## src/logic/cpuPkg.sv

```systemverilog
/*
 * Shared constants and types of the core.
 * Only the listed MIPS integer subset is decoded; anything else is a no-op.
 * HALT is the SYSCALL encoding and stops fetch for good.
 */
package cpuPkg;

    localparam int XLEN = 32;
    localparam int MEM_WORDS = 1024;
    localparam int MEM_AW = $clog2(MEM_WORDS);  // word address width
    localparam logic [XLEN-1:0] RESET_PC = '0;

    // primary opcodes
    localparam logic [5:0] OP_RTYPE = 6'h00;
    localparam logic [5:0] OP_BEQ   = 6'h04;
    localparam logic [5:0] OP_BNE   = 6'h05;
    localparam logic [5:0] OP_ADDIU = 6'h09;
    localparam logic [5:0] OP_LUI   = 6'h0f;
    localparam logic [5:0] OP_LW    = 6'h23;
    localparam logic [5:0] OP_SW    = 6'h2b;

    // function field of R-type
    localparam logic [5:0] FN_SYSCALL = 6'h0c;  // used as HALT
    localparam logic [5:0] FN_ADDU    = 6'h21;
    localparam logic [5:0] FN_SUBU    = 6'h23;
    localparam logic [5:0] FN_AND     = 6'h24;
    localparam logic [5:0] FN_OR      = 6'h25;
    localparam logic [5:0] FN_SLT     = 6'h2a;

    typedef enum logic [2:0] {
        ALU_ADD,
        ALU_SUB,
        ALU_AND,
        ALU_OR,
        ALU_SLT,
        ALU_LUI
    } aluOpT;

    typedef struct packed {
        logic            we;
        logic [4:0]      rd;
        logic [XLEN-1:0] data;
    } wbT;

    typedef struct packed {
        logic            valid;
        logic            isLoad;
        logic            isStore;
        logic [4:0]      rd;         // 0 for stores and no-ops
        logic [XLEN-1:0] result;     // ALU result or byte address
        logic [XLEN-1:0] storeData;
    } exMemT;

endpackage

```

## src/logic/memBusIf.sv

```systemverilog
/*
 * One requester's link to the memory arbiter.
 * Request holds until reqValid and reqReady meet; read data follows one cycle later.
 * At most one read in flight per requester, writes get no response.
 */
interface memBusIf;
    import cpuPkg::*;

    logic              reqValid;
    logic              reqReady;
    logic [MEM_AW-1:0] addr;      // word address
    logic              we;
    logic [XLEN-1:0]   wdata;
    logic              rspValid;
    logic [XLEN-1:0]   rdata;

    modport requester (
        output reqValid, addr, we, wdata,
        input  reqReady, rspValid, rdata
    );

    modport arbiter (
        input  reqValid, addr, we, wdata,
        output reqReady, rspValid, rdata
    );

endinterface

```

## src/logic/memArbiter.sv

```systemverilog
/*
 * Fixed-priority arbiter for the single memory port, data before fetch.
 * One grant per cycle; a read answers on its owner's bus one cycle later.
 */
module memArbiter (
    input  logic                      clk,
    input  logic                      rstN_i,
    memBusIf.arbiter                  fetchBus,
    memBusIf.arbiter                  dataBus,
    output logic                      memEn_o,
    output logic                      memWe_o,
    output logic [cpuPkg::MEM_AW-1:0] memAddr_o,
    output logic [cpuPkg::XLEN-1:0]   memWdata_o,
    input  logic [cpuPkg::XLEN-1:0]   memRdata_i
);

    logic dataGnt;
    logic fetchGnt;
    logic dataRdPend;   // read in flight belongs to data
    logic fetchRdPend;

    assign dataGnt  = dataBus.reqValid;
    assign fetchGnt = fetchBus.reqValid & ~dataBus.reqValid;

    assign dataBus.reqReady  = dataGnt;
    assign fetchBus.reqReady = fetchGnt;

    assign memEn_o    = dataGnt | fetchGnt;
    assign memWe_o    = dataGnt ? dataBus.we : (fetchGnt & fetchBus.we);
    assign memAddr_o  = dataGnt ? dataBus.addr : fetchBus.addr;
    assign memWdata_o = dataGnt ? dataBus.wdata : fetchBus.wdata;

    always_ff @(posedge clk) begin
        if (!rstN_i) begin
            dataRdPend  <= 1'b0;
            fetchRdPend <= 1'b0;
        end else begin
            dataRdPend  <= dataGnt & ~dataBus.we;
            fetchRdPend <= fetchGnt & ~fetchBus.we;
        end
    end

    // the memory has one registered read port, so both see the same word
    assign dataBus.rspValid  = dataRdPend;
    assign dataBus.rdata     = memRdata_i;
    assign fetchBus.rspValid = fetchRdPend;
    assign fetchBus.rdata    = memRdata_i;

endmodule

```

## src/flat_wrapper.sv

```systemverilog
// flat-port wrapper written by rule: the top's interface ports become plain ports
module memArbiter_flat 
  (clk, rstN_i, memEn_o, memWe_o, memAddr_o, memWdata_o, memRdata_i, fetchBus_reqValid, fetchBus_addr, fetchBus_we, fetchBus_wdata, fetchBus_reqReady, fetchBus_rspValid, fetchBus_rdata, dataBus_reqValid, dataBus_addr, dataBus_we, dataBus_wdata, dataBus_reqReady, dataBus_rspValid, dataBus_rdata);
  memBusIf fetchBus_i ();
  memBusIf dataBus_i ();
  input  logic clk;
  input  logic rstN_i;
  output logic memEn_o;
  output logic memWe_o;
  output logic [cpuPkg::MEM_AW-1:0] memAddr_o;
  output logic [cpuPkg::XLEN-1:0] memWdata_o;
  input  logic [cpuPkg::XLEN-1:0] memRdata_i;
  input wire logic [$bits(fetchBus_i.reqValid)-1:0] fetchBus_reqValid;
  input wire logic [$bits(fetchBus_i.addr)-1:0] fetchBus_addr;
  input wire logic [$bits(fetchBus_i.we)-1:0] fetchBus_we;
  input wire logic [$bits(fetchBus_i.wdata)-1:0] fetchBus_wdata;
  output wire logic [$bits(fetchBus_i.reqReady)-1:0] fetchBus_reqReady;
  output wire logic [$bits(fetchBus_i.rspValid)-1:0] fetchBus_rspValid;
  output wire logic [$bits(fetchBus_i.rdata)-1:0] fetchBus_rdata;
  input wire logic [$bits(dataBus_i.reqValid)-1:0] dataBus_reqValid;
  input wire logic [$bits(dataBus_i.addr)-1:0] dataBus_addr;
  input wire logic [$bits(dataBus_i.we)-1:0] dataBus_we;
  input wire logic [$bits(dataBus_i.wdata)-1:0] dataBus_wdata;
  output wire logic [$bits(dataBus_i.reqReady)-1:0] dataBus_reqReady;
  output wire logic [$bits(dataBus_i.rspValid)-1:0] dataBus_rspValid;
  output wire logic [$bits(dataBus_i.rdata)-1:0] dataBus_rdata;
  assign fetchBus_i.reqValid = fetchBus_reqValid;
  assign fetchBus_i.addr = fetchBus_addr;
  assign fetchBus_i.we = fetchBus_we;
  assign fetchBus_i.wdata = fetchBus_wdata;
  assign fetchBus_reqReady = fetchBus_i.reqReady;
  assign fetchBus_rspValid = fetchBus_i.rspValid;
  assign fetchBus_rdata = fetchBus_i.rdata;
  assign dataBus_i.reqValid = dataBus_reqValid;
  assign dataBus_i.addr = dataBus_addr;
  assign dataBus_i.we = dataBus_we;
  assign dataBus_i.wdata = dataBus_wdata;
  assign dataBus_reqReady = dataBus_i.reqReady;
  assign dataBus_rspValid = dataBus_i.rspValid;
  assign dataBus_rdata = dataBus_i.rdata;
  memArbiter u_core (.clk(clk), .rstN_i(rstN_i), .fetchBus(fetchBus_i), .dataBus(dataBus_i), .memEn_o(memEn_o), .memWe_o(memWe_o), .memAddr_o(memAddr_o), .memWdata_o(memWdata_o), .memRdata_i(memRdata_i));
endmodule
```

## config.mk

```make
export PLATFORM = sky130hd
export DESIGN_NAME = memArbiter_flat
export DESIGN_NICKNAME = d
export VERILOG_FILES = /design/src/logic/cpuPkg.sv /design/src/logic/memBusIf.sv /design/src/logic/memArbiter.sv /design/src/flat_wrapper.sv
export SDC_FILE = /design/constraint.sdc
export NUM_CORES = 1
export LEC_CHECK = 0
export ABC_AREA = 1
export BUFFER_PORTS_ARGS = -buffer_cell sky130_fd_sc_hd__buf_2
export CAP_MARGIN = 30
export CORE_AREA = 3 3 90 92
export DETAILED_ROUTE_END_ITERATION = 7
export DIE_AREA = 0 0 93 95
export HOLD_SLACK_MARGIN = 0.05
export SYNTH_ARGS = -nofsm -noshare
export SYNTH_HDL_FRONTEND = slang
export SYNTH_SLANG_ARGS = --single-unit
export TNS_END_PERCENT = 1
```

## constraint.sdc

```tcl
create_clock -name clk -period 1.1 [get_ports clk]
set_input_delay 0.165 -clock clk [delete_from_list [all_inputs] [get_ports clk]]
set_output_delay 0.165 -clock clk [all_outputs]
set_load 0.01 [all_outputs]
```

Word-level counts from Yosys, hierarchy flattened:

Cells that the tools add are included.

* output and inout port bits: 112
* flip-flop bits (word level): 2
* input bits: 122
* word-level logic and storage cells: 13

* mux-type cells: 3
* bitwise gates (word level): 8

Operator list (number)
* $mux 32: 1
* $mux 10: 1
* $and 1x1->1: 4
* $not 1->1: 3
* $mux 1: 1
* $or 1x1->1: 1

Logic depth before layout (Yosys ltp):

Gate-level depths: netlist of run 1.

* word-level depth: 4
* gate-level depth with buffers: 5
* depth with buffers taken out: 3

Least setup slack after synthesis of run 1:

OpenSTA, ideal clock, no wires.

* kind: in2out
* start point: input port dataBus_reqValid
* end point: output port memAddr_o[0] (netlist bit)
* buffers on the path: 2
* data required time: 0.935 ns
* arrival time: 0.612 ns
* stages on the path: 5
* slack: 0.323 ns
* cells stage by stage: buf_6 inv_6 buf_6 nand2_1 nand2_1

* cells in the longest elaborated chain, start to end: 1

RTL lines
* start: declaration: line flat_wrapper.sv:20 `input wire logic [$bits(dataBus_i.reqValid)-1:0] dataBus_reqValid;`
* $mux 10: line memArbiter.sv:30 `assign memAddr_o = dataGnt ? dataBus.addr : fetchBus.addr;`
* end: declaration: line flat_wrapper.sv:10 `output logic [cpuPkg::MEM_AW-1:0] memAddr_o;`

No other way between the ends.

Worst setup path in the final report of run 1:

* start point: input port dataBus_reqValid
* end point: output port memEn_o

* cells in the longest elaborated chain, start to end: 3

RTL lines
* $not 1->1: line memArbiter.sv:23 `assign fetchGnt = fetchBus.reqValid & ~dataBus.reqValid;`
* $and 1x1->1: line memArbiter.sv:23
* $or 1x1->1 *: line memArbiter.sv:28 `assign memEn_o = dataGnt | fetchGnt;`
* end: declaration: line flat_wrapper.sv:8 `output logic memEn_o;`

Mark *: on every way between the ends. The rest lies on a longest branch, timed or not.

==> metrics.txt, run 1 <==
Row Count 31; IR drop worst, VDD 0.168 mV; Hold Path Class in -> reg; htree depth 1; share of the synthesized area in the top cell type 45.1%; antenna viol nets, final 0; Boundary Pins 234; CP Launch Point dataBus_reqValid; placed cells 380; Util after Layout 19.9%; vias in the first global route 1,222; Buf/Inv on CP 3; synthesized area per cell 5.32 µm²; PortBufs 137; GPL Wtd Cong 0.646; Final Cell Area 0.00145 mm²; # diodes 0; global-route wire length before repair 5150 µm; Syn Nets 338; final worst slack 0.0202 ns; Worst-Margin Slew 0.313 ns; placed cell areas 0.00141 mm²; post-synth cell types 9; first-pass detailed-route iteration total 4; Initial Util 15.8%; power per cell area 622 mW/mm²; crit start category input pin; fin. max-slew vios 0; Core ar. 0.00729 mm²; area delta synth->final 26.5%; Setup Fix Bufs, Post-CTS 0; 1st-iter DRT viols 12; period utilisation layout 98.2%; Final min period 1.08 ns; critical path's largest stage delay 0.29 ns; pre-CTS WS 0.0206 ns; largest net degree at the start of global routing 45; Max Freq 926 MHz; DR vias/cell 3.61; Layout Cells excl Fill 383; Pwr Total 904 µW; Max Root-Sink Buffers 2; clock sink count 2; routed via count 1,384; LEAKAGE 1.02 nW; Worst Setup EP memEn_o; Tot GR Track Use 7.03%; crit path DAT 0.91 ns; worst path cell trace buf_2, buf_12, or2_2, buf_2; Synth area leaders buf_4, nand2_1, buf_6, dfxtp_1, inv_1; max-cap violations 0; DRT Wirelength 3700 µm; clock slew at reported path FFs 0.03 ns; CP Capture Type primary output; post-cts sizing count 0; RSZ-0062 raised after global routing true; setup TNS 0 ns; DR WL/cell 9.65 µm; die height 95 µm; Top Family by Delay on Critical Path buffers and inverters; outcome finished clean; slowest CP cell or2_2; aggregate global routing overflow 0; Die Area 0.00884 mm²; CTS hold repair buffers 0; Final setup viols 0; Syn Inst Count 216; share of cells above drive strength 1 50.7%; Die Width 93 µm; Hold WS 0.189 ns; WP data required 0.94 ns; CTS tree yes; register area share after synthesis 3.49%; DR DRC count 0; post-detail-place hpwl 3080 µm; largest area contributor in the netlist buf_4; slew margin rel. 79.2%; Stages on worst setup path 4; crit path kind in -> out; CTS buffer count 3; CP Max Fanout 25; initial antenna violation count 0; most frequent CP cell buf_2; Syn. warnings 0; Final Hold Viols 0; Post-Syn Area 0.00115 mm²; Nets 408; FF+latch count, synth 2; clk root buf clkbuf_8
-- registers in the layout, summed over array words and instances, names as in the netlist --
register / count
u_core.dataBus.rspValid: 1
u_core.fetchBus.rspValid: 1
-- metal layers --
layer | vias up | wire length (µm) | share of wire (%) | GRT usage, %
met1 | 564 | 1220 | 33 | 6.54
li1 | 706 | - | - | -
met5 | - | 0 | 0 | 0
met4 | 0 | 163 | 4.4 | 5.37
met3 | 29 | 444 | 12 | 1.35
met2 | 85 | 1860 | 50 | 13.4
-- how the worst min path moves through the flow --
stage | start | end | slack (ns) | depth (start not counted)
final | rstN_i | u_core.dataBus.rspValid | 0.19 | 3
after global routing | rstN_i | u_core.dataBus.rspValid | 0.22 | 3
after CTS | rstN_i | u_core.dataBus.rspValid | 0.18 | 3
after detailed placement | memRdata_i[13] | dataBus_rdata[13] | 0.33 | 0
after global placement | memRdata_i[13] | dataBus_rdata[13] | 0.33 | 0
after floorplan | rstN_i | u_core.dataBus.rspValid | 0.28 | 2
-- layout make-up --
class	instances	area [µm²]
clock buffers	3	41.3
fillers	864	5840
inverters	5	23.8
multi-input cells	135	510
flip-flops and latches	2	40.0
well taps	99	124
repair buffers	139	713
-- synth_stat cells --
master and n:
buf_4 69, buf_6 5, dfxtp_1 2, inv_1 4, inv_6 1, nand2_1 131
nand3_1 1, nor2_1 2, or2_2 1
-- kinds of logic (layout without fill, tap and decap cells) --
kind of cell  count (synthesis)  count (layout)  share of synthesized area (%)
buf+inv                      79             147                           52.1
flops                         2               2                           3.49
simple gates                135             135                           44.4
-- layout by cell type, fill, tap and decap left out, drive strengths merged --
master and instances:
buf 139, nand2 131, inv 5, clkbuf 3, nor2 2, dfxtp 2, or2 1, nand3 1
-- report_power, final --
part	switching, mW	internal [mW]
sequential	0.000498	0.0756
combinational	0.278	0.265
clock	0.0545	0.231
total	0.333	0.571
(Power assumes the default switching activity.)
==> run 2, diff against run 1 <==
clock period = 1.3 ns   (was 1.1 ns; I/O delays follow)
==> run 2 against run 1 <==
  * Global-route usage rose by 0.37 points
  * Critical path depth did not move
  * Routed wire length rose by 0.70%
  * Worst hold slack improved by 0.025 ns
  * Count of clock-buffer cells in the layout did not move
  * Design area did not move
  * Sequential power fell by 15%
  * Core utilization did not move
  * Via count fell by 0.22%
  * Non-clock buffer count did not move
  * Die area did not move
  * Highest routed layer unchanged
==> metrics.txt, run 2 (synthesis results as in run 1) <==
outcome finished clean; Worst-Margin Slew 0.316 ns; leading cell type in the layout, fill and taps excluded buf_2; WP data required 1.11 ns; crit path DAT 0.94 ns; CP Max Fanout 25; Hold Path Class in -> reg; post-detail-place hpwl 3080 µm; RSZ-0062 raised after global routing false; slowest CP cell or2_2; Nets 408; first-pass detailed-route iteration total 4; critical path's largest stage delay 0.29 ns; post-cts sizing count 0; IR drop worst, VDD 0.147 mV; power per cell area 531 mW/mm²; clock sink count 2; share of cells above drive strength 1 50.7%; Tot GR Track Use 7.39%; DR vias/cell 3.61; final worst slack 0.162 ns; Setup Fix Bufs, Post-CTS 0; area delta synth->final 26.5%; Hold WS 0.215 ns; Boundary Pins 234; global-route wire length before repair 5330 µm; CTS tree yes; CP Capture Type primary output; GPL Wtd Cong 0.646; Fillers 895; setup TNS 0 ns; CTS hold repair buffers 0; Final Hold Viols 0; Core ar. 0.00729 mm²; crit start category input pin; DR DRC count 0; Max Root-Sink Buffers 2; die height 95 µm; worst path cell trace buf_2, buf_12, or2_2, buf_2; Final Cell Area 0.00145 mm²; most frequent CP cell buf_2; crit path kind in -> out; aggregate global routing overflow 0; # diodes 0; CTS buffer count 3; placed cell areas 0.00141 mm²; vias in the first global route 1,228; PortBufs 137; initial antenna violation count 0; Die Width 93 µm; Max Freq 878 MHz; clock slew at reported path FFs 0.03 ns; period utilisation layout 87.6%; 1st-iter DRT viols 18; antenna viol nets, final 0; Row Count 31; slew margin rel. 78.9%; Initial Util 15.8%; htree depth 1; largest net degree at the start of global routing 45; Final min period 1.14 ns; Final setup viols 0; Die Area 0.00884 mm²; fin. max-slew vios 0; DRT Wirelength 3720 µm; clk root buf clkbuf_8; most frequent cells in the layout buf_2, nand2_1, inv_1, clkbuf_8; max-cap violations 0; pre-CTS WS 0.163 ns; LEAKAGE 1.02 nW; DR WL/cell 9.72 µm; routed via count 1,381
==> run 2: area by class of cell <==
class,instances,area [µm²],share of cell area [%]
Timing Repair Buffer,139,713,49.1
Multi-Input combinational cell,135,510,35.1
Tap cell,99,124,8.53
Clock buffer,3,41.3,2.84
Sequential cell,2,40.0,2.76
Inverter,5,23.8,1.64
==> run 2: metal layers <==
layer | up-vias | routed length [µm] | GRT usage, %
met3 | 29 | 412 | 1.67
met5 | - | 0 | 0
met1 | 561 | 1240 | 7.21
li1 | 708 | - | -
met4 | 0 | 164 | 5.74
met2 | 83 | 1900 | 13.5
==> run 2: final timing paths <==
kind | cells past startpoint | slack [ns] | to | start
setup / recovery | 4 | 0.16 | memEn_o | dataBus_reqValid
hold / removal | 3 | 0.21 | u_core.dataBus.rspValid | rstN_i
==> run 2: worst max-delay path, delay by kind of cell <==
family	cells	cell delay (ns)
AND/OR/NAND/NOR	1	0.29
buffers and inverters	3	0.44
==> run 2: through the flow <==
stage                     std cells  total power, mW  utilization (%)
after floorplan                 216            0.492                -
after CTS                       383            0.788             19.9
after global routing            383            0.850             19.9
after detailed placement        380            0.531             19.4
final                           383            0.772             19.9
after global placement          380            0.525             19.4
==> run 2: report_power, final <==
group          switching (mW)  internal [mW]  leakage (nW)
logic                   0.236          0.224         0.984
registers            0.000421         0.0640        0.0164
clock network          0.0521          0.196        0.0216
total                   0.288          0.484          1.02
