[src/logic/cpuPkg.sv]
/*
 * Shared constants and types of the core.
 * Only the listed MIPS integer subset is decoded; anything else is a no-op.
 * HALT is the SYSCALL encoding and stops fetch for good.
 */
package cpuPkg;

    localparam int XLEN = 32;
    localparam int MEM_WORDS = 1024;
    localparam int MEM_AW = $clog2(MEM_WORDS);  // word address width
    localparam logic [XLEN-1:0] RESET_PC = '0;

    // primary opcodes
    localparam logic [5:0] OP_RTYPE = 6'h00;
    localparam logic [5:0] OP_BEQ   = 6'h04;
    localparam logic [5:0] OP_BNE   = 6'h05;
    localparam logic [5:0] OP_ADDIU = 6'h09;
    localparam logic [5:0] OP_LUI   = 6'h0f;
    localparam logic [5:0] OP_LW    = 6'h23;
    localparam logic [5:0] OP_SW    = 6'h2b;

    // function field of R-type
    localparam logic [5:0] FN_SYSCALL = 6'h0c;  // used as HALT
    localparam logic [5:0] FN_ADDU    = 6'h21;
    localparam logic [5:0] FN_SUBU    = 6'h23;
    localparam logic [5:0] FN_AND     = 6'h24;
    localparam logic [5:0] FN_OR      = 6'h25;
    localparam logic [5:0] FN_SLT     = 6'h2a;

    typedef enum logic [2:0] {
        ALU_ADD,
        ALU_SUB,
        ALU_AND,
        ALU_OR,
        ALU_SLT,
        ALU_LUI
    } aluOpT;

    typedef struct packed {
        logic            we;
        logic [4:0]      rd;
        logic [XLEN-1:0] data;
    } wbT;

    typedef struct packed {
        logic            valid;
        logic            isLoad;
        logic            isStore;
        logic [4:0]      rd;         // 0 for stores and no-ops
        logic [XLEN-1:0] result;     // ALU result or byte address
        logic [XLEN-1:0] storeData;
    } exMemT;

endpackage

[src/logic/memBusIf.sv]
/*
 * One requester's link to the memory arbiter.
 * Request holds until reqValid and reqReady meet; read data follows one cycle later.
 * At most one read in flight per requester, writes get no response.
 */
interface memBusIf;
    import cpuPkg::*;

    logic              reqValid;
    logic              reqReady;
    logic [MEM_AW-1:0] addr;      // word address
    logic              we;
    logic [XLEN-1:0]   wdata;
    logic              rspValid;
    logic [XLEN-1:0]   rdata;

    modport requester (
        output reqValid, addr, we, wdata,
        input  reqReady, rspValid, rdata
    );

    modport arbiter (
        input  reqValid, addr, we, wdata,
        output reqReady, rspValid, rdata
    );

endinterface

[src/logic/memStage.sv]
/*
 * Holds one instruction and does its LW or SW over the shared bus.
 * Write-back and retire report are registered, one cycle after completion.
 * Stores and writes to register 0 retire without a report.
 */
module memStage (
    input  logic                    clk,
    input  logic                    rstN_i,
    input  cpuPkg::exMemT           in_i,
    input  logic                    inValid_i,
    output logic                    inReady_o,
    memBusIf.requester              bus,
    output cpuPkg::wbT              wb_o,
    output logic                    retireValid_o,
    output logic [4:0]              retireReg_o,
    output logic [cpuPkg::XLEN-1:0] retireData_o
);
    import cpuPkg::*;

    exMemT cur;
    logic  reqSent;     // load accepted, data due next cycle
    logic  done;

    assign bus.reqValid = cur.valid & (cur.isLoad | cur.isStore) & ~reqSent;
    assign bus.addr     = cur.result[MEM_AW+1:2];
    assign bus.we       = cur.isStore;
    assign bus.wdata    = cur.storeData;

    always_comb begin
        if (cur.isLoad) done = cur.valid & bus.rspValid;
        else if (cur.isStore) done = bus.reqValid & bus.reqReady;
        else done = cur.valid;
    end

    assign inReady_o = ~cur.valid | done;

    always_ff @(posedge clk) begin
        if (!rstN_i) begin
            cur.valid <= 1'b0;
            reqSent   <= 1'b0;
            wb_o.we   <= 1'b0;
        end else begin
            if (inReady_o) begin
                cur       <= in_i;
                cur.valid <= inValid_i;
            end
            reqSent <= (bus.reqValid & bus.reqReady & cur.isLoad) | (reqSent & ~bus.rspValid);
            wb_o.we <= done & ~cur.isStore & (cur.rd != 5'd0);
            if (done) begin
                wb_o.rd   <= cur.rd;
                wb_o.data <= cur.isLoad ? bus.rdata : cur.result;
            end
        end
    end

    assign retireValid_o = wb_o.we;
    assign retireReg_o   = wb_o.rd;
    assign retireData_o  = wb_o.data;

endmodule

[src/flat_wrapper.sv]
// flat-port wrapper written by rule: the top's interface ports become plain ports
module memStage_flat import cpuPkg::*;
  (clk, rstN_i, in_i, inValid_i, inReady_o, wb_o, retireValid_o, retireReg_o, retireData_o, bus_reqValid, bus_addr, bus_we, bus_wdata, bus_reqReady, bus_rspValid, bus_rdata);
  memBusIf bus_i ();
  input  logic clk;
  input  logic rstN_i;
  input  cpuPkg::exMemT in_i;
  input  logic inValid_i;
  output logic inReady_o;
  output cpuPkg::wbT wb_o;
  output logic retireValid_o;
  output logic [4:0] retireReg_o;
  output logic [cpuPkg::XLEN-1:0] retireData_o;
  output wire logic [$bits(bus_i.reqValid)-1:0] bus_reqValid;
  output wire logic [$bits(bus_i.addr)-1:0] bus_addr;
  output wire logic [$bits(bus_i.we)-1:0] bus_we;
  output wire logic [$bits(bus_i.wdata)-1:0] bus_wdata;
  input wire logic [$bits(bus_i.reqReady)-1:0] bus_reqReady;
  input wire logic [$bits(bus_i.rspValid)-1:0] bus_rspValid;
  input wire logic [$bits(bus_i.rdata)-1:0] bus_rdata;
  assign bus_reqValid = bus_i.reqValid;
  assign bus_addr = bus_i.addr;
  assign bus_we = bus_i.we;
  assign bus_wdata = bus_i.wdata;
  assign bus_i.reqReady = bus_reqReady;
  assign bus_i.rspValid = bus_rspValid;
  assign bus_i.rdata = bus_rdata;
  memStage u_core (.clk(clk), .rstN_i(rstN_i), .in_i(in_i), .inValid_i(inValid_i), .inReady_o(inReady_o), .bus(bus_i), .wb_o(wb_o), .retireValid_o(retireValid_o), .retireReg_o(retireReg_o), .retireData_o(retireData_o));
endmodule
[config.mk]
export PLATFORM = sky130hd
export DESIGN_NAME = memStage_flat
export DESIGN_NICKNAME = d
export VERILOG_FILES = /design/src/logic/cpuPkg.sv /design/src/logic/memBusIf.sv /design/src/logic/memStage.sv /design/src/flat_wrapper.sv
export SDC_FILE = /design/constraint.sdc
export NUM_CORES = 1
export LEC_CHECK = 0
export BUFFER_PORTS_ARGS = -buffer_cell sky130_fd_sc_hd__clkbuf_2
export CORE_MARGIN = 3
export CORE_UTILIZATION = 49
export DETAILED_ROUTE_END_ITERATION = 6
export PLACE_DENSITY = 0.95
export SYNTH_ARGS = -nofsm -noshare
export SYNTH_HDL_FRONTEND = slang
export SYNTH_SLANG_ARGS = --single-unit
[constraint.sdc]
create_clock -name clk -period 11.3 [get_ports clk]
set_input_delay 1.695 -clock clk [delete_from_list [all_inputs] [get_ports clk]]
set_output_delay 1.695 -clock clk [all_outputs]
set_load 0.02 [all_outputs]
; After elaboration in Yosys (flattened, before gate mapping)
; Cells that the tools add are included.
[word_totals]
word_cells = 31
inputBits = 109
register_bits = 111
[op_classes]
bitwise = 15
reduce_logical = 3
n_mux = 3
[ops]
columns = operator, count
row1 = 32-bit two-way mux, 1
row2 = 1-bit bitwise AND, 8
row3 = 5-bit nonzero test, 1
row4 = 1-bit NOT, 4
row5 = 2-bit AND reduction, 2
row6 = 1-bit OR, 3
row7 = 1-bit two-way mux, 2

; Depth between registers and ports, before layout
; Gate-level depths: netlist of the first run.
[logic_depth]
ltp_word = 8
ltp_mapped = 4
mapped_depth_nobuf = 3

; Least setup slack after synthesis of the first run
; No wires, ideal clock.
[synth_path]
kind = input to register
start = input bus_reqReady
end = register u_core.cur, in the netlist u_core.bus.addr[0], enable pin
path_buffers = 0
cell_stages = 3
required_ps = 10777
setup_slack_ps = 5309
arrival_ps = 5468
path_cell_list = nor2b_1 -> o21bai_1 -> a21oi_1
[synth_via]
elab_chain_len = 5
[synth_lines]
columns = element, line
row1 = from (decl), flat_wrapper.sv:18  ; input wire logic [$bits(bus_i.reqReady)-1:0] bus_reqReady;
row2 = 1-bit bitwise AND, memStage.sv:31  ; else if (cur.isStore) done = bus.reqValid & bus.reqReady;
row3 = 1-bit two-way mux, memStage.sv:31
row4 = 1-bit two-way mux, memStage.sv:30  ; if (cur.isLoad) done = cur.valid & bus.rspValid;
row5 = 1-bit OR, memStage.sv:35  ; assign inReady_o = ~cur.valid | done;
row6 = 2-bit AND reduction (no source line), --
row7 = to (signal assigned), memStage.sv:44  ; cur <= in_i;
row8 = to (decl), memStage.sv:20  ; exMemT cur;
; Every way passes these cells.
; A chain may end at the register's enable or synchronous reset.

; Worst setup path in the final report of the first run
[layout_path]
start = input bus_reqReady
end = output inReady_o
[layout_via]
elab_chain_len = 4
[layout_lines]
columns = element, line
row1 = 1-bit bitwise AND, memStage.sv:31
row2 = 1-bit two-way mux, memStage.sv:31
row3 = 1-bit two-way mux, memStage.sv:30
row4 = 1-bit OR, memStage.sv:35
row5 = to (decl), flat_wrapper.sv:9  ; output logic inReady_o;
; Every way passes these cells.

==> flow_summary.json, run 1 <==
{
  "gp_congestion": 0.719,
  "antenna_found_initial": 0,
  "critical-path-max-stage-delay_ns": 0.44,
  "timing.hold.ws_ns": 0.451,
  "synthTopCellsByCount": "108 x edfxtp_1, 80 x buf_4, 32 x mux2_2, 7 x nor2_1, 4 x buf_6",
  "syn_area_um2": 4430,
  "grt_max_degree": 72,
  "period_needed_ns": 4.35,
  "ir_drop_mv": 0.103,
  "wl_um": 8670,
  "syn_area_per_cell_um2": 17.9,
  "antenna_left": 0,
  "synth-edff-count": 108,
  "p_leak_nw": 2.28,
  "clk_pin_slew_ns": 0.10,
  "firstDrtPassIters": 4,
  "hold_end": "u_core.retireReg_o[4]$_DFFE_PP_",
  "portBuffers": 228,
  "fmax_mhz": 230,
  "cpMostUsedCell": "clkbuf_2",
  "relSlewSlack_pct": 29.1,
  "crit_fanout": 3,
  "fin_nets": 514,
  "hold_violations": 0,
  "ys_ff_latch": 111,
  "seq_power_share_pct": 61.8,
  "async_reset_ff_share_pct": 0,
  "cp_data_arrival_time_ns": 2.65,
  "drt_iter0_drc": 84,
  "crit_cells": 5,
  "syn_to_final_growth_pct": 19.1,
  "synth.most_common_cell": "edfxtp_1",
  "worst-path-buf-inv": 2,
  "hp-class": "reg2reg",
  "htreeDepth": 3,
  "cp.required_ns": 9.61,
  "r2r-end": "u_core.cur[63]$_DFFE_PP_",
  "n_fill_cell": 673,
  "slowest_stage": "o21bai_1",
  "track_usage_pct": 16.6,
  "synth_fp_nets": 357,
  "ctsHoldBuffers": 0,
  "timing.rr.start": "u_core.cur[70]$_DFFE_PP_",
  "place_inst": 502,
  "synth_top_area_share_pct": 73.2,
  "period_share_pct": 38.5,
  "cts_setup_buffers": 0,
  "rsz0062_at_grt": "no",
  "cts_buffers": 9,
  "met1_usage_pct": 16.4,
  "synth_cells": 248,
  "grt_pass1_vias": 2603,
  "viasPerCell": 4.70,
  "routedWlPerCell_um": 16.7,
  "drive_above_1_share_pct": 68.5,
  "top_usage_layer": "met2",
  "pwr-share-comb_pct": 10.4,
  "synthTopCellsByArea": "edfxtp_1 73%, buf_4 14%, mux2_2 8.1%",
  "worst_skew_pair.late_latency_ns": 0.36,
  "rrSetupSlack_ns": 8.88,
  "p_switching_mw": 0.186,
  "ios": 230,
  "core-area_um2": 8760,
  "grt_pass1_wl_um": 12800,
  "die_w_um": 101,
  "crit_family": "compound AO/OA/AOI/OAI gates",
  "p_sw_share_pct": 23.7,
  "worstHoldStart": "u_core.cur[68]$_DFFE_PP_",
  "ys_warn_count": 0,
  "power.internal_mw": 0.598,
  "rows": 34,
  "synthFlopType": "edfxtp_1",
  "clock_skew_ns": 0.0157,
  "ctsResizeCount": 0,
  "cts_tree": "built",
  "stdcell_count": 518,
  "met3_usage_pct": 5.19,
  "synth_area_leader_cell": "edfxtp_1",
  "setup_violations": 0,
  "power_density_nw_per_um2": 149,
  "p_clk_share_pct": 27.9,
  "start_kind": "input pin",
  "status": "completed",
  "hold_depth": 0,
  "cts.sinks": 111,
  "tightest_slew_ns": 1.06,
  "drc": 0,
  "synth_cell_types": 18,
  "dpl.hpwl_um": 6550,
  "critPathKind": "in2out",
  "power.total_mw": 0.784,
  "path_cells": "clkbuf_2 > nor2b_1 > o21bai_1 > nand2_1 > clkbuf_2",
  "grt.met2_usage_pct": 31.2,
  "clk_path_buf_depth": 2,
  "grt_overflow": 0,
  "start_util_pct": 50.5,
  "tns_ns": 0,
  "endpoint_kind": "primary output",
  "yosysSeqAreaShare_pct": 74.6,
  "maxSlewViolCount": 0,
  "postPlaceCellArea_um2": 5090,
  "final_area_um2": 5270,
  "ff2ff_path_depth": 5,
  "die_y_um": 101,
  "vias": 2437,
  "antenna-diode-count": 0,
  "die_area_um2": 10200,
  "timing.max_cap.violations": 0,
  "cts_root_buf": "clkbuf_8"
}
[worst max path at each step]
stage | startpoint | to | slack (ns)
after floorplan | bus_reqReady | u_core.bus.addr[0]$_DFFE_PP_ | 5.31
after global placement | bus_reqReady | inReady_o | 7.03
after detailed placement | bus_reqReady | inReady_o | 6.96
after CTS | bus_reqReady | inReady_o | 6.96
after global routing | bus_reqReady | inReady_o | 6.89
final | bus_reqReady | inReady_o | 6.95
[layout by cell type, fill, tap and decap left out]
cell type and count:
o31a_1 1, nand2_1 2, nor3b_1 1, inv_6 2, edfxtp_1 108, mux2_2 32
or4_1 1, dfxtp_1 3, clkinv_2 2, a32oi_1 1, o21bai_1 1, buf_4 2
nor2b_4 1, inv_1 2, clkinvlp_4 1, nor2b_1 1, nor2_1 6, nor4_1 1
nor2_4 1, nand2b_1 1, clkinv_4 1, clkbuf_2 228, a21oi_4 1, clkbuf_8 10
[registers in the layout (all words and copies together), names as in the netlist]
name and flops:
u_core.bus.wdata 32, u_core.retireData_o 32, u_core.cur 29, u_core.bus.addr 10
u_core.retireReg_o 5, u_core.bus.we 1, u_core.reqSent 1, u_core.retireValid_o 1
[per-stage QoR]
stage,util (%),worst slack [ns]
after floorplan,-,5.31
after global placement,58.1,7.03
after detailed placement,58.1,6.96
after CTS,60.2,6.96
after global routing,60.2,6.89
final,60.2,6.95
[cells by family after synthesis]
logic type / count (synthesis) / share of synthesized area (%)
buffers and inverters: 86 / 14.8
flip-flops: 111 / 74.6
AND/OR/NAND/NOR: 15 / 1.84
AO/OA/AOI/OAI: 4 / 0.678
multiplexers: 32 / 8.14
[layer usage]
| metal | vias up | part of all wire (%) | wire [µm] |
|---|---|---|---|
| li1 | 1132 | - | - |
| met1 | 1139 | 33 | 2830 |
| met4 | 0 | 2.5 | 214 |
| met5 | - | 0 | 0 |
| met2 | 146 | 56 | 4840 |
| met3 | 20 | 9.1 | 785 |
[worst reg2reg max path, delay by kind of cell (launching register included)]
kind	cells	cell delay, ns
AO/OA/AOI/OAI	2	0.45
flip-flops	1	0.39
buffers and inverters	2	0.98
AND/OR/NAND/NOR	1	0.20
[area by class of cell]
class                   instances  area (µm²)  share of cell area, %
clock buffers                  10         138                   2.61
flip-flops and latches        111        3300                   62.6
inverters                       2        7.51                  0.142
repair buffers                230        1160                   21.9
multi-input cells              51         490                   9.30
well taps                     108         135                   2.56
clock inverters                 6        43.8                  0.830
[power groups by stage]
stage          Combinational (mW)  Clock, mW  Sequential [mW]
2_1_floorplan              0.0557          0            0.498
3_3_place_gp               0.0795          0            0.492
3_5_place_dp               0.0824          0            0.494
4_1_cts                    0.0826      0.226            0.484
5_1_grt                    0.0878      0.242            0.486
6_report                   0.0813      0.218            0.484
Note: power is estimated with default switching activity, not from simulation.
==> run 2, diff against run 1 <==
--- a/config.mk
+++ b/config.mk
@@ -5,11 +5,12 @@
 export SDC_FILE = /design/constraint.sdc
 export NUM_CORES = 1
 export LEC_CHECK = 0
+export ABC_AREA = 1
 export BUFFER_PORTS_ARGS = -buffer_cell sky130_fd_sc_hd__clkbuf_2
 export CORE_MARGIN = 3
-export CORE_UTILIZATION = 49
+export CORE_UTILIZATION = 45
 export DETAILED_ROUTE_END_ITERATION = 6
-export PLACE_DENSITY = 0.95
+export PLACE_DENSITY = 0.88
 export SYNTH_ARGS = -nofsm -noshare
 export SYNTH_HDL_FRONTEND = slang
 export SYNTH_SLANG_ARGS = --single-unit
==> constraint.sdc (replaced) <==
create_clock -name clk -period 4.2 [get_ports clk]
set_input_delay 0.63 -clock clk [delete_from_list [all_inputs] [get_ports clk]]
set_output_delay 0.63 -clock clk [all_outputs]
set_load 0.02 [all_outputs]
==> run 2 against run 1 <==
Power increased to 2.8 times the previous value. Die area increased by 9.2%. First-iteration DRC count increased by 18%. Critical path depth increased by 1. Setup slack got worse by 5.6 ns. Largest power group unchanged.
==> flow_summary.json, run 2 <==
{
  "register_area_um2": 3300,
  "critPathKind": "reg2reg",
  "rsz0062_at_grt": "no",
  "period_needed_ns": 2.82,
  "hp-class": "in2reg",
  "cp-endpoint": "u_core.bus.wdata[19]$_DFFE_PP_",
  "clk_path_buf_depth": 2,
  "status": "completed",
  "rows": 35,
  "ctsHoldBuffers": 0,
  "grt_pass1_wl_um": 13500,
  "crit_path_start": "u_core.cur[70]$_DFFE_PP_",
  "gp_congestion": 0.687,
  "syn_area_per_cell_um2": 13.8,
  "portBuffers": 228,
  "cts_setup_buffers": 0,
  "synthTopCellsByArea": "edfxtp_1 73%, buf_4 13%, nand2_1 8.5%",
  "final_common_cell": "clkbuf_2",
  "routedWlPerCell_um": 14.6,
  "rrSetupSlack_ns": 1.38,
  "synth_cell_types": 19,
  "synth.most_common_cell": "edfxtp_1",
  "tns_ns": 0,
  "track_usage_pct": 15.6,
  "synth_top_area_share_pct": 72.6,
  "setup_violations": 0,
  "hold_violations": 0,
  "antenna-diode-count": 0,
  "firstDrtPassIters": 4,
  "die_w_um": 106,
  "ys_ff_latch": 111,
  "start_util_pct": 47.2,
  "timing.rr.start": "u_core.cur[70]$_DFFE_PP_",
  "dpl.hpwl_um": 6790,
  "async_reset_ff_share_pct": 0,
  "crit_fanout": 49,
  "final_area_um2": 5370,
  "cts_root_buf": "clkbuf_8",
  "vias": 2735,
  "worst_skew_pair.late_latency_ns": 0.36,
  "yosysSeqAreaShare_pct": 73.9,
  "synthTopCellsByCount": "108 x edfxtp_1, 101 x nand2_1, 80 x buf_4, 6 x buf_2, 6 x nor2_1",
  "r2r-end": "u_core.bus.wdata[19]$_DFFE_PP_",
  "clock_skew_ns": 0.0217,
  "tightest_slew_ns": 1.01,
  "period_share_pct": 67.0,
  "grt_pass1_vias": 2849,
  "cts.sinks": 111,
  "antenna_left": 0,
  "synthFlopType": "edfxtp_1",
  "ir_drop_mv": 0.233,
  "final_cell_mix": "228 x clkbuf_2, 108 x edfxtp_1, 101 x nand2_1, 9 x clkbuf_8",
  "die_area_um2": 11200,
  "multiInputGateArea_um2": 512,
  "clk_pin_slew_ns": 0.11,
  "grt_overflow": 0,
  "endpoint_kind": "flip-flop",
  "start_kind": "flip-flop",
  "cp_data_arrival_time_ns": 2.85,
  "fin_nets": 587,
  "synth_cells": 324,
  "n_fill_cell": 783,
  "syn_to_final_growth_pct": 20.2,
  "core-area_um2": 9460,
  "cp.required_ns": 4.23,
  "drt_iter0_drc": 99,
  "grt_max_degree": 50,
  "postPlaceCellArea_um2": 5170,
  "htreeDepth": 3,
  "ff2ff_path_depth": 6,
  "ys_warn_count": 0,
  "cts_buffers": 9,
  "wl_um": 8920,
  "viasPerCell": 4.47,
  "antenna_found_initial": 0,
  "synth_area_leader_cell": "edfxtp_1",
  "cts_tree": "built",
  "timing.max_cap.violations": 0,
  "drc": 0,
  "die_y_um": 106,
  "timing.hold.ws_ns": 0.433,
  "relSlewSlack_pct": 32.5,
  "power_density_nw_per_um2": 414,
  "synth_fp_nets": 433,
  "maxSlewViolCount": 0,
  "p_leak_nw": 2.48,
  "drive_above_1_share_pct": 53.2,
  "synth-edff-count": 108,
  "ctsResizeCount": 0,
  "ios": 230,
  "syn_area_um2": 4470,
  "fmax_mhz": 355
}
[run 2: changes by cell type in the layout (fill, tap and decap cells not counted), moves of 2 or more]
cell	before	now
nand2_1	2	101
mux2_2	32	0
inv_1	2	5
nand2_2	0	3
clkinv_2	2	0
[run 2: worst min path at each step]
stage | from | end | cells past startpoint
final | in_i[16] | u_core.bus.wdata[16]$_DFFE_PP_ | 1
after global routing | in_i[10] | u_core.bus.wdata[10]$_DFFE_PP_ | 1
after CTS | in_i[16] | u_core.bus.wdata[16]$_DFFE_PP_ | 1
after detailed placement | u_core.cur[64]$_DFFE_PP_ | u_core.retireReg_o[0]$_DFFE_PP_ | 0
after global placement | u_core.cur[65]$_DFFE_PP_ | u_core.retireReg_o[1]$_DFFE_PP_ | 0
after floorplan | u_core.cur[65]$_DFFE_PP_ | u_core.retireReg_o[1]$_DFFE_PP_ | 0
[run 2: worst max-delay path: stages, from the launching register on]
cell	delay (ns)
edfxtp_1	0.66
inv_4	0.39
nor2_1	0.11
nor2_2	0.17
nand2_4	0.10
a21oi_4	0.70
buf_12	0.33
[run 2: cell families (layout without fill, tap and decap cells)]
kind of cell	after synthesis	in the layout	synth area share [%]
AO/OA/AOI/OAI	3	3	0.420
AND/OR/NAND/NOR	116	116	10.6
flip-flops	111	111	73.9
buffers and inverters	94	253	15.0
[run 2: final cells by class]
type	instances	area share, %
Timing Repair Buffer	230	21.8
Inverter	7	0.536
Tap cell	129	3.01
Multi-Input combinational cell	119	9.53
Clock inverter	6	1.26
Sequential cell	111	61.5
Clock buffer	10	2.38
[run 2: power by group]
group / switching, mW / total [mW] / internal, mW / leakage [nW]
combinational: 0.179 / 0.274 / 0.0946 / 1.33
clock: 0.342 / 0.622 / 0.280 / 0.0949
sequential: 0.0279 / 1.32 / 1.30 / 1.05
total: 0.549 / 2.22 / 1.67 / 2.48
[run 2: routing by layer]
metal	part of all wire (%)	track usage, %	vias up	routed length [µm]
met4	1.5	5.37	0	133
met2	53	29.2	157	4700
met1	35	15.9	1260	3120
met5	0	0	-	0
li1	-	-	1306	-
met3	11	5.45	12	962
[run 2: stage by stage]
| step | worst slack [ns] | cells | utilization [%] | power (mW) |
|---|---|---|---|---|
| floorplan | 0.797 | 324 | - | 1.55 |
| global placement | 1.44 | 596 | 54.7 | 1.62 |
| CTS | 1.33 | 612 | 56.8 | 2.25 |
| finish | 1.38 | 612 | 56.8 | 2.22 |
| global route | 1.15 | 612 | 56.8 | 2.32 |
| detailed placement | 1.34 | 596 | 54.7 | 1.63 |
